<file path="src/source/peak_pkg.sv">
////////////////////
// shared sizes and types for the stream peak detector
// channel count, sample and magnitude formats, burst length
////////////////////

package peak_pkg;

  ////////////////////
  // sizes
  ////////////////////

  // antenna channels per frame
  localparam int NUM_CHANNELS = 4;
  // signed sample width
  localparam int SAMPLE_WIDTH = 16;
  // frames per burst, also the boxcar window, power of two only
  localparam int BURST_LENGTH = 16;
  // centres the compared magnitude inside the window
  localparam int HALF_BURST = BURST_LENGTH / 2;
  // burst counter width and averaging divide shift
  localparam int COUNT_WIDTH = $clog2(BURST_LENGTH);
  // threshold is 8x the average
  localparam int THRESH_SHIFT = 3;

  ////////////////////
  // types
  ////////////////////

  // one signed sample
  typedef logic signed [SAMPLE_WIDTH-1:0] sample_t;
  // one sample per channel
  typedef sample_t [NUM_CHANNELS-1:0] frame_t;
  // unsigned magnitude, holds |most negative| too
  typedef logic [SAMPLE_WIDTH-1:0] mag_t;
  typedef mag_t [NUM_CHANNELS-1:0] mag_frame_t;
  // running sum of BURST_LENGTH magnitudes
  typedef logic [SAMPLE_WIDTH+COUNT_WIDTH-1:0] sum_t;
  // one flag per channel
  typedef logic [NUM_CHANNELS-1:0] mask_t;

endpackage

</file>
<file path="src/source/delay_line.sv">
////////////////////
// enabled shift register with a generic entry type
////////////////////

module delay_line #(
  // entry type, sample frames or magnitudes
  parameter type T = logic,
  // number of register stages
  parameter int DEPTH = 2
) (
  input  logic clk,
  input  logic reset,
  // advance the chain one step
  input  logic shift,
  input  T     din,
  // oldest entry
  output T     dout
);

  // stage 0 is the newest entry
  T stages [DEPTH];

  ////////////////////
  // register chain
  ////////////////////

  always_ff @(posedge clk) begin
    if (reset) begin
      // whole chain reads as zero history
      for (int i = 0; i < DEPTH; i++) begin
        stages[i] <= '0;
      end
    end else if (shift) begin
      stages[0] <= din;
      // everything moves one place towards the output
      for (int i = 1; i < DEPTH; i++) begin
        stages[i] <= stages[i-1];
      end
    end
  end

  // last stage leaves on the next shift
  // so dout is the entry DEPTH shifts old
  assign dout = stages[DEPTH-1];

endmodule

</file>
<file path="src/source/boxcar_avg.sv">
////////////////////
// running boxcar average of one channel magnitude
////////////////////

module boxcar_avg (
  input  logic           clk,
  input  logic           reset,
  // one accepted sample
  input  logic           shift,
  input  peak_pkg::mag_t mag,
  // mean over the window including mag
  output peak_pkg::mag_t avg
);

  // magnitude falling out of the window
  peak_pkg::mag_t mag_old;
  // registered sum of the last BURST_LENGTH magnitudes
  peak_pkg::sum_t sum;
  // sum once the current sample is accepted
  peak_pkg::sum_t sum_next;

  ////////////////////
  // window history
  ////////////////////

  // dout is the sample BURST_LENGTH accepts back
  delay_line #(
    .T     (peak_pkg::mag_t),
    .DEPTH (peak_pkg::BURST_LENGTH)
  ) u_history (
    .clk   (clk),
    .reset (reset),
    .shift (shift),
    .din   (mag),
    .dout  (mag_old)
  );

  ////////////////////
  // running sum
  ////////////////////

  // add the newcomer, drop the leaver
  // sum never goes below mag_old, no underflow
  assign sum_next = sum + peak_pkg::sum_t'(mag) - peak_pkg::sum_t'(mag_old);

  always_ff @(posedge clk) begin
    if (reset) begin
      sum <= '0;
    end else if (shift) begin
      sum <= sum_next;
    end
  end

  // divide by BURST_LENGTH
  // uses sum_next so the current frame counts in the mean
  assign avg = peak_pkg::mag_t'(sum_next >> peak_pkg::COUNT_WIDTH);

endmodule

</file>
<file path="src/source/peak_finder.sv">
////////////////////
// per-channel magnitude, boxcar mean and threshold test
// registered peak mask with a valid pulse
////////////////////

module peak_finder (
  input  logic             clk,
  input  logic             reset,
  // frame strobe, one cycle per accepted frame
  input  logic             valid,
  input  peak_pkg::frame_t data,
  // high in the cycle after an accepted frame
  output logic             peak_valid,
  // decisions for that frame
  output peak_pkg::mask_t  peak_mask
);

  // magnitudes of the incoming frame
  peak_pkg::mag_frame_t mag;
  // magnitudes HALF_BURST frames back
  peak_pkg::mag_frame_t mag_mid;
  // boxcar means, current frame included
  peak_pkg::mag_frame_t avg;
  // comparison result before the register
  peak_pkg::mask_t      decision;

  ////////////////////
  // per-channel path
  ////////////////////

  for (genvar c = 0; c < peak_pkg::NUM_CHANNELS; c++) begin : g_chan
    // avg+1 shifted needs THRESH_SHIFT+1 extra bits
    logic [peak_pkg::SAMPLE_WIDTH+peak_pkg::THRESH_SHIFT:0] thresh;

    // abs value, -32768 maps to 32768 unsigned
    assign mag[c] = peak_pkg::mag_t'(data[c][peak_pkg::SAMPLE_WIDTH-1] ?
                                     -data[c] : data[c]);

    boxcar_avg u_avg (
      .clk   (clk),
      .reset (reset),
      .shift (valid),
      .mag   (mag[c]),
      .avg   (avg[c])
    );

    // +1 keeps a silent channel from tripping on tiny samples
    assign thresh = ({{(peak_pkg::THRESH_SHIFT + 1){1'b0}}, avg[c]} + 1'b1)
                    << peak_pkg::THRESH_SHIFT;

    // strictly above the scaled mean
    assign decision[c] = mag_mid[c] > thresh;
  end

  ////////////////////
  // centre delay
  ////////////////////

  // whole magnitude frame delayed to the middle of the window
  // dout before the shift is frame k-HALF_BURST
  delay_line #(
    .T     (peak_pkg::mag_frame_t),
    .DEPTH (peak_pkg::HALF_BURST)
  ) u_centre (
    .clk   (clk),
    .reset (reset),
    .shift (valid),
    .din   (mag),
    .dout  (mag_mid)
  );

  ////////////////////
  // output register
  ////////////////////

  always_ff @(posedge clk) begin
    if (reset) begin
      peak_valid <= 1'b0;
      peak_mask  <= '0;
    end else begin
      peak_valid <= valid;
      // mask only moves with an accepted frame
      if (valid) begin
        peak_mask <= decision;
      end
    end
  end

endmodule

</file>
<file path="src/source/burst_control.sv">
////////////////////
// trigger edge detect and burst readout control
// window shift and fill, output valid, last and mask
////////////////////

module burst_control (
  input  logic            clk,
  input  logic            reset,
  // decision from the peak finder
  input  logic            peak_valid,
  input  peak_pkg::mask_t peak_mask,
  // input frame strobe
  input  logic            valid,
  // capture window control
  output logic            window_shift,
  output logic            window_fill,
  // output stream
  output logic            m_valid,
  input  logic            m_ready,
  output logic            m_last,
  output peak_pkg::mask_t m_mask
);

  // mask of the previous decision, for the edge rule
  peak_pkg::mask_t                   prev_mask;
  // burst being read out
  logic                              busy;
  // words already sent in this burst
  logic [peak_pkg::COUNT_WIDTH-1:0]  count;
  // channels that peaked, held for the burst
  peak_pkg::mask_t                   cap_mask;
  logic                              trigger;
  logic                              transfer;

  ////////////////////
  // trigger
  ////////////////////

  // rising edge of any-peak, only when idle
  assign trigger = peak_valid & (|peak_mask) & ~(|prev_mask) & ~busy;

  assign transfer = m_valid & m_ready;

  ////////////////////
  // control state
  ////////////////////

  always_ff @(posedge clk) begin
    if (reset) begin
      prev_mask <= '0;
      busy      <= 1'b0;
      count     <= '0;
    end else begin
      // updated by every decision, busy or not
      if (peak_valid) begin
        prev_mask <= peak_mask;
      end
      if (trigger) begin
        busy  <= 1'b1;
        count <= '0;
      end else if (transfer) begin
        count <= count + 1'b1;
        // idle from the cycle after the last word
        if (m_last) begin
          busy <= 1'b0;
        end
      end
    end
  end

  // mask held for the whole burst
  always_ff @(posedge clk) begin
    if (trigger) begin
      cap_mask <= peak_mask;
    end
  end

  ////////////////////
  // window control
  ////////////////////

  // idle: write each frame, except one accepted in the trigger cycle
  // busy: shift out one word per transfer
  assign window_shift = busy ? transfer : (valid & ~trigger);

  // zeros enter behind the readout
  assign window_fill = ~busy;

  ////////////////////
  // output stream
  ////////////////////

  assign m_valid = busy;

  // counter all ones is word BURST_LENGTH, power of two length
  assign m_last = busy & (&count);

  assign m_mask = cap_mask;

endmodule

</file>
<file path="src/source/peak_detector_top.sv">
////////////////////
// stream peak detector top level
// peak finder, capture window and burst controller
////////////////////

module peak_detector_top (
  input  logic             clk,
  input  logic             reset,
  // input frames, no back-pressure
  input  logic             valid,
  input  peak_pkg::frame_t data,
  // burst output stream
  output logic             m_valid,
  input  logic             m_ready,
  output peak_pkg::frame_t m_data,
  output logic             m_last,
  output peak_pkg::mask_t  m_mask
);

  // finder to controller
  logic             peak_valid;
  peak_pkg::mask_t  peak_mask;
  // controller to window
  logic             window_shift;
  logic             window_fill;
  // frame or zero into the window
  peak_pkg::frame_t window_din;

  ////////////////////
  // peak detection
  ////////////////////

  peak_finder u_finder (
    .clk        (clk),
    .reset      (reset),
    .valid      (valid),
    .data       (data),
    .peak_valid (peak_valid),
    .peak_mask  (peak_mask)
  );

  ////////////////////
  // burst control
  ////////////////////

  burst_control u_control (
    .clk          (clk),
    .reset        (reset),
    .peak_valid   (peak_valid),
    .peak_mask    (peak_mask),
    .valid        (valid),
    .window_shift (window_shift),
    .window_fill  (window_fill),
    .m_valid      (m_valid),
    .m_ready      (m_ready),
    .m_last       (m_last),
    .m_mask       (m_mask)
  );

  ////////////////////
  // capture window
  ////////////////////

  // zero fill during readout
  assign window_din = window_fill ? data : '0;

  // oldest frame sits at the output
  delay_line #(
    .T     (peak_pkg::frame_t),
    .DEPTH (peak_pkg::BURST_LENGTH)
  ) u_window (
    .clk   (clk),
    .reset (reset),
    .shift (window_shift),
    .din   (window_din),
    .dout  (m_data)
  );

endmodule

</file>
<file path="config.mk">
export PLATFORM = sky130hd
export DESIGN_NAME = peak_detector_top
export DESIGN_NICKNAME = d
export VERILOG_FILES = /design/src/source/peak_pkg.sv /design/src/source/delay_line.sv /design/src/source/boxcar_avg.sv /design/src/source/peak_finder.sv /design/src/source/burst_control.sv /design/src/source/peak_detector_top.sv
export SDC_FILE = /design/constraint.sdc
export NUM_CORES = 2
export LEC_CHECK = 0
export BUFFER_PORTS_ARGS = -buffer_cell sky130_fd_sc_hd__buf_2
export CORE_MARGIN = 8
export CORE_UTILIZATION = 50
export CTS_BUF_LIST = sky130_fd_sc_hd__clkbuf_4
export DETAILED_ROUTE_END_ITERATION = 10
export MAX_ROUTING_LAYER = met4
export PLACE_DENSITY = 0.66
export SLEW_MARGIN = 20
export SYNTH_ARGS = -nofsm -noshare
export SYNTH_HDL_FRONTEND = slang
export SYNTH_SLANG_ARGS = --single-unit
</file>
<file path="constraint.sdc">
create_clock -name clk -period 37 [get_ports clk]
set_input_delay 1.85 -clock clk [delete_from_list [all_inputs] [get_ports clk]]
set_output_delay 1.85 -clock clk [all_outputs]
set_load 0.05 [all_outputs]
</file>
Yosys cells after proc, flatten, opt, wreduce, memory -nomap -nowiden
Memory sizes are Yosys's and may differ from the RTL's.
Index checks and enable logic that the tools add are counted.
{ "word_totals": {"regBits": 98, "mem_bits_rw": 2560, "in_bits": 68, "out_inout_bits": 70, "elab_cells": 246, "n_memories": 6} }
{ "classes": {"n_addsub": 17, "magnitude_cmp": 4, "n_mux": 105, "bitwise": 97, "reduce_logical": 7} }
{ "mem_list": {"columns": ["memory", "depth", "width", "read_ports", "rd_clocked_by_memory_dff", "wr", "line_no", "source"], "rows": [
  ["u_window.stages", 16, 64, 16, 0, 16, "delay_line.sv:21", "T stages [DEPTH];"],
  ["u_finder.u_centre.stages", 8, 64, 8, 0, 8, "delay_line.sv:21", null],
  ["u_finder.g_chan[0].u_avg.u_history.stages", 16, 16, 16, 0, 16, "delay_line.sv:21", null],
  ["u_finder.g_chan[1].u_avg.u_history.stages", 16, 16, 16, 0, 16, "delay_line.sv:21", null],
  ["u_finder.g_chan[2].u_avg.u_history.stages", 16, 16, 16, 0, 16, "delay_line.sv:21", null],
  ["u_finder.g_chan[3].u_avg.u_history.stages", 16, 16, 16, 0, 16, "delay_line.sv:21", null]
]} }
{ "ops": {"columns": ["operator", "count"], "rows": [
  ["$mux 64", 25],
  ["$mux 16", 68],
  ["$or 1x1->1", 88],
  ["$add 20x16->20", 4],
  ["$gt 16x20->1", 4],
  ["$sub 20x16->20", 4],
  ["$add 16x1->17 const B", 4],
  ["$neg 16->16", 4],
  ["$mux 1", 12],
  ["$reduce_or 4->1", 2],
  ["$and 1x1->1", 6],
  ["$add 4x1->4 const B", 1],
  ["$reduce_and 4->1", 1],
  ["$reduce_bool 2->1", 2],
  ["$not 1->1", 3],
  ["$reduce_and 2->1", 1],
  ["$reduce_or 2->1", 1]
]} }

Longest topological paths before layout
{ "logic_depth": {"depth_word": 11, "ltp_mapped": 26, "depth_no_buf": 25} }

Cells and area by module
A second synthesis with hierarchy kept.
{ "unflattened": {"cells_unflattened": 7761, "area_unflattened_um2": 117242.4} }
{ "by_module_without_submodules": {"columns": ["mod", "n_inst", "cells_each", "area_each_um2"], "rows": [
  ["delay_line at u_window", 1, 2298, 40899.2],
  ["delay_line at u_finder.g_chan[0].u_avg.u_history ...", 4, 574, 10092.2],
  ["delay_line at u_finder.u_centre", 1, 1189, 20628.5],
  ["boxcar_avg at u_finder.g_chan[0].u_avg ...", 3, 346, 2716.4],
  ["peak_finder", 1, 478, 3463.3],
  ["boxcar_avg at u_finder.g_chan[1].u_avg", 1, 340, 2676.3],
  ["burst_control", 1, 52, 546.8],
  ["peak_detector_top", 1, 70, 510.5]
]} }

Least setup slack after synthesis
OpenSTA, ideal clock, no wires.
{ "synth_path": {"kind": "input to register", "startpoint": "in valid", "endpoint": "reg u_finder.g_chan[0].u_avg.sum[15]", "setup_time_ns": 1.061, "arrival_ns": 24.836, "required_ns": 35.939, "path_slack_ns": 11.104, "cell_stages": 4, "path_cell_list": "clkbuf_1 > nor2_1 > inv_1 > o21ai_0"} }
{ "synth_rtl": {"columns": ["item", "line_no", "source"], "rows": [
  ["start: declaration", "peak_detector_top.sv:10", "input logic valid,"],
  ["end signal: assignment", "boxcar_avg.sv:50", "sum <= sum_next;"],
  ["end: declaration", "boxcar_avg.sv:18", "peak_pkg::sum_t sum;"]
]} }

Worst setup path in the final report
{ "layout_path": {"startpoint": "in data[35] in the netlist's numbering", "endpoint": "reg u_finder.peak_mask[2]"} }
{ "layout_between": {"elab_chain_cells": 6} }
{ "layout_lines": {"columns": ["item", "line_no", "source"], "rows": [
  ["start: declaration", "peak_detector_top.sv:11", "input peak_pkg::frame_t data,"],
  ["$neg 16->16", "peak_finder.sv:37", "-data[c] : data[c]);"],
  ["$mux 16", "peak_finder.sv:36", "assign mag[c] = peak_pkg::mag_t'(data[c][peak_pkg::SAMPLE_WIDTH-1] ?"],
  ["net u_finder.g_chan[2].u_avg.mag[8]", "boxcar_avg.sv:10", "input peak_pkg::mag_t mag,"],
  ["$add 20x16->20", "boxcar_avg.sv:44", "assign sum_next = sum + peak_pkg::sum_t'(mag) - peak_pkg::sum_t'(mag_old);"],
  ["$sub 20x16->20", "boxcar_avg.sv:44", null],
  ["$add 16x1->17", "peak_finder.sv:48", "assign thresh = ({{(peak_pkg::THRESH_SHIFT + 1){1'b0}}, avg[c]} + 1'b1)"],
  ["$gt 16x20->1", "peak_finder.sv:52", "assign decision[c] = mag_mid[c] > thresh;"],
  ["end signal: assignment", "peak_finder.sv:84", "peak_mask <= decision;"],
  ["end: declaration", "peak_finder.sv:15", "output peak_pkg::mask_t peak_mask"]
]} }
The timed path passes the listed nets, and every way through them passes these cells.
A chain may end at the register's enable or synchronous reset.

==> results by group <==
Timing
  • Setup_tns: 0 ps
  • Fmax: 148 MHz
  • RSZ-0062 raised after global routing: false
  • Final setup violation count: 0
  • Clk_skew: between 80 and 90 ps
  • Final Max Tran Viols: 0
  • Worst-Margin Slew: roughly 1100 ps
  • Fin crit period: 6780 ps
  • Worst slew margin: 28.4%
  • Hold Vio Cnt, Final: 0
  • Final period utilization: 18.3%
  • Crit path setup slack, layout: ~30000 ps

Yosys
  • Post-synth EDFFs: around 2200
  • Avg Inst Size Synth: 14.9 um2
  • Register bit total from synthesis: approximately 2300
  • YS warnings: 0
  • Mapped Area: between 90000 and 100000 um2
  • Area share of the largest cell type after synthesis: 70.4%
  • Syn_nets: 6509
  • Post-Syn Instances: 6236
  • Synth top area cells: edfxtp_1 (70%), and2_1 (8.6%), nor2b_1 (6.2%), dfxtp_1 (2.0%), ha_1 (1.9%)
  • Synth unique cells: 91
  • Most frequent cell after synthesis: edfxtp_1
  • Register area share after synthesis: between 70 and 80%
  • Synth area leader: edfxtp_1
  • Synth cell count leaders: edfxtp_1 (2180), and2_1 (1277), nor2b_1 (922)
  • Most used flip-flop cell after synthesis: edfxtp_1
  • Ys async rst share: 0%

Global routing
  • Largest net degree at the start of global routing: 301
  • First-pass GRT wire length: between 200000 and 250000 um
  • Number of global-route vias before repair: 46700
  • Gr usage total: 15.8%
  • Initial antenna violation count: 28
  • Final global-route overflow total: 0

Worst setup path
  • CP arrival: 7950 ps
  • CP startpoint kind: input port
  • Slowest cell on crit path: a211oi_1
  • CP peak stage delay: 770 ps
  • Most used cell, CP: nand2_1
  • CP Class: in2reg
  • Crit-path leading delay family: compound AO/OA/AOI/OAI gates
  • Crit. End Element: register
  • Req. time, crit path: about 38000 ps
  • CP bufs+invs: 1
  • CP cell instances: buf_2, or3_1, or3b_2, or2_2, o21ai_0, xnor2_1, fa_1, ha_1, nand2_1, nor2_1, o21a_1, o311ai_0, a211oi_1, nand2_1, nor4b_2, xor2_1, ha_1, nand2_1, o21ai_0, a211oi_1, a211oi_1, o211a_1, nand2_1, o211ai_1
  • Critical-path maximum fanout: 8

Floorplanning
  • Starting Density: 50.2%
  • FP Rows: 158
  • Height of the chip: 447 um
  • Die Area: 200000 um2
  • Core Region: 185000 um2
  • # IOs: 138
  • Die X: about 450 um

Routing
  • 1st-iter DRT viols: 3235
  • Post-route ant nets: 0
  • Vias: around 47000
  • WL/cell: 16.3 um
  • Detailed Routing Iterations Pass 1: 5
  • Post-route DRC: 0
  • Final wirelength: 155000 um
  • Vias per Instance: 4.90

Power
  • Pwr Density: 66.4 nW/um2
  • Tot Pwr: 6830 uW
  • Leak Pwr: 0.0403 uW
  • Worst vdd ir: 34.6 uV

Placement
  • GPL Wtd Cong: 0.852
  • Port buffer count: 137
  • Hpwl dp: 89400 um
  • Setup WS pre-CTS: 28880 ps
  • # placed instances: 8551

Clocking
  • Worst-path clk slew: ~70 ps
  • Total CTS buffers: ~590
  • CTS tree: yes
  • CTS Root Cell: clkbuf_4
  • CTS H-Tree Depth: 6
  • CTS Buffer Depth: 4
  • Sinks on Clock Net: about 2300
  • Worst-Skew Late Latency: ~1300 ps
  • Post-CTS Setup Repair Bufs: 0
  • Post-CTS Hold Fix Bufs: 0
  • Post_cts resized: 0

Final layout
  • Finished Layout Cells: 9495
  • Layout Nets: 6939
  • Area growth syn-to-layout: 10.5%
  • Share of cells above drive strength 1: 15.8%
  • Util after Layout: 55.5%

Outcome
  • Status: finished, final reports clean

Job
  • Number of max-cap violations: 0

Worst hold path
  • Hold Crit Class: reg2reg
-- layout make-up --
| cell class | count | area, um2 |
|---|---|---|
| fill | 15000 | 82500 |
| sequential | 2274 | 67300 |
| multi-input combinational | 3460 | 23600 |
| clock buffer | 832 | 6250 |
| tap | 2480 | 3100 |
| timing repair buffer | 189 | 1210 |
| clock inverter | 96 | 702 |
| inverter | 150 | 578 |
| antenna | 14 | 35.0 |
-- routing by layer --
metal	vias to the layer above	share of wire, %	GRT usage, %
li1	22900	-	-
met1	22400	46	20.7
met2	862	46	23.7
met3	367	4.2	3.53
met4	0	3.4	7.14
met5	-	0	-
-- cells in the final DEF, fill, tap and decap left out, types with 16 or more instances in the layout --
cell,count
edfxtp_1,2180
and2_1,1277
nor2b_1,922
clkbuf_4,832
inv_1,147
ha_1,141
nor2_1,140
buf_2,135
nand2_1,113
xnor2_1,95
dfxtp_1,94
a21oi_1,86
o21ai_0,75
fa_1,64
nor3_1,57
clkinv_1,52
xor2_1,50
buf_4,42
nand3_1,37
a21o_1,36
mux2i_1,36
a211oi_1,31
or3_1,26
nand4_1,24
inv_2,16
-- kinds of logic (layout without fill, tap and decap cells) --
group | after synthesis | in the layout | share of synthesized area (%)
mux | 37 | 37 | 0.400
fa+ha+maj | 205 | 205 | 3.27
compound gates | 385 | 385 | 2.83
buf+inv | 502 | 1267 | 2.31
flops | 2274 | 2274 | 72.4
other cells | 0 | 14 | 0
simple gates | 2687 | 2687 | 17.4
xor+xnor | 146 | 146 | 1.39
-- stage by stage --
stage / hold WS [ps] / instance area [um2]
6_report: 443 / 103000
5_1_grt: 436 / 103000
4_1_cts: 430 / 103000
3_5_place_dp: 464 / 95700
3_3_place_gp: 455 / 95700
2_1_floorplan: 438 / 93000
-- report_power, final --
group,internal (uW),switching (uW)
Sequential,3140,73.8
Clock,1110,936
Combinational,607,965
Total,4850,1970
-- registers in the layout, indices dropped and copies added (netlist names) --
register                                count
u_finder.u_centre.stages                  339
u_finder.g_chan.u_avg.sum                  80
u_finder.g_chan.u_avg.u_history.stages    813
u_control.count                             4
u_finder.peak_valid                         1
u_finder.peak_mask                          4
u_control.prev_mask                         4
u_control.m_valid                           1
u_window.stages                          1024
u_control.m_mask                            4
-- final timing paths --
kind                     startpoint                 endpoint  slack, ps  depth (start not counted)
max                        data[35]    u_finder.peak_mask[2]      30220                         24
max reg2reg   u_finder.peak_mask[3]  u_window.stages[0][758]      31110                         11
min reg2reg  u_window.stages[0][50]  u_window.stages[0][114]        440                          1
min          u_window.stages[0][50]  u_window.stages[0][114]        440                          1
-- worst reg2reg max path, delay by kind of cell (launching register included) --
kind	cells	cell delay [ps]
buffers and inverters	6	3710
and+or+nand+nor	4	1340
AOI/OAI and AO/OA	1	210
DFF	1	300
(Power assumes the default switching activity.)
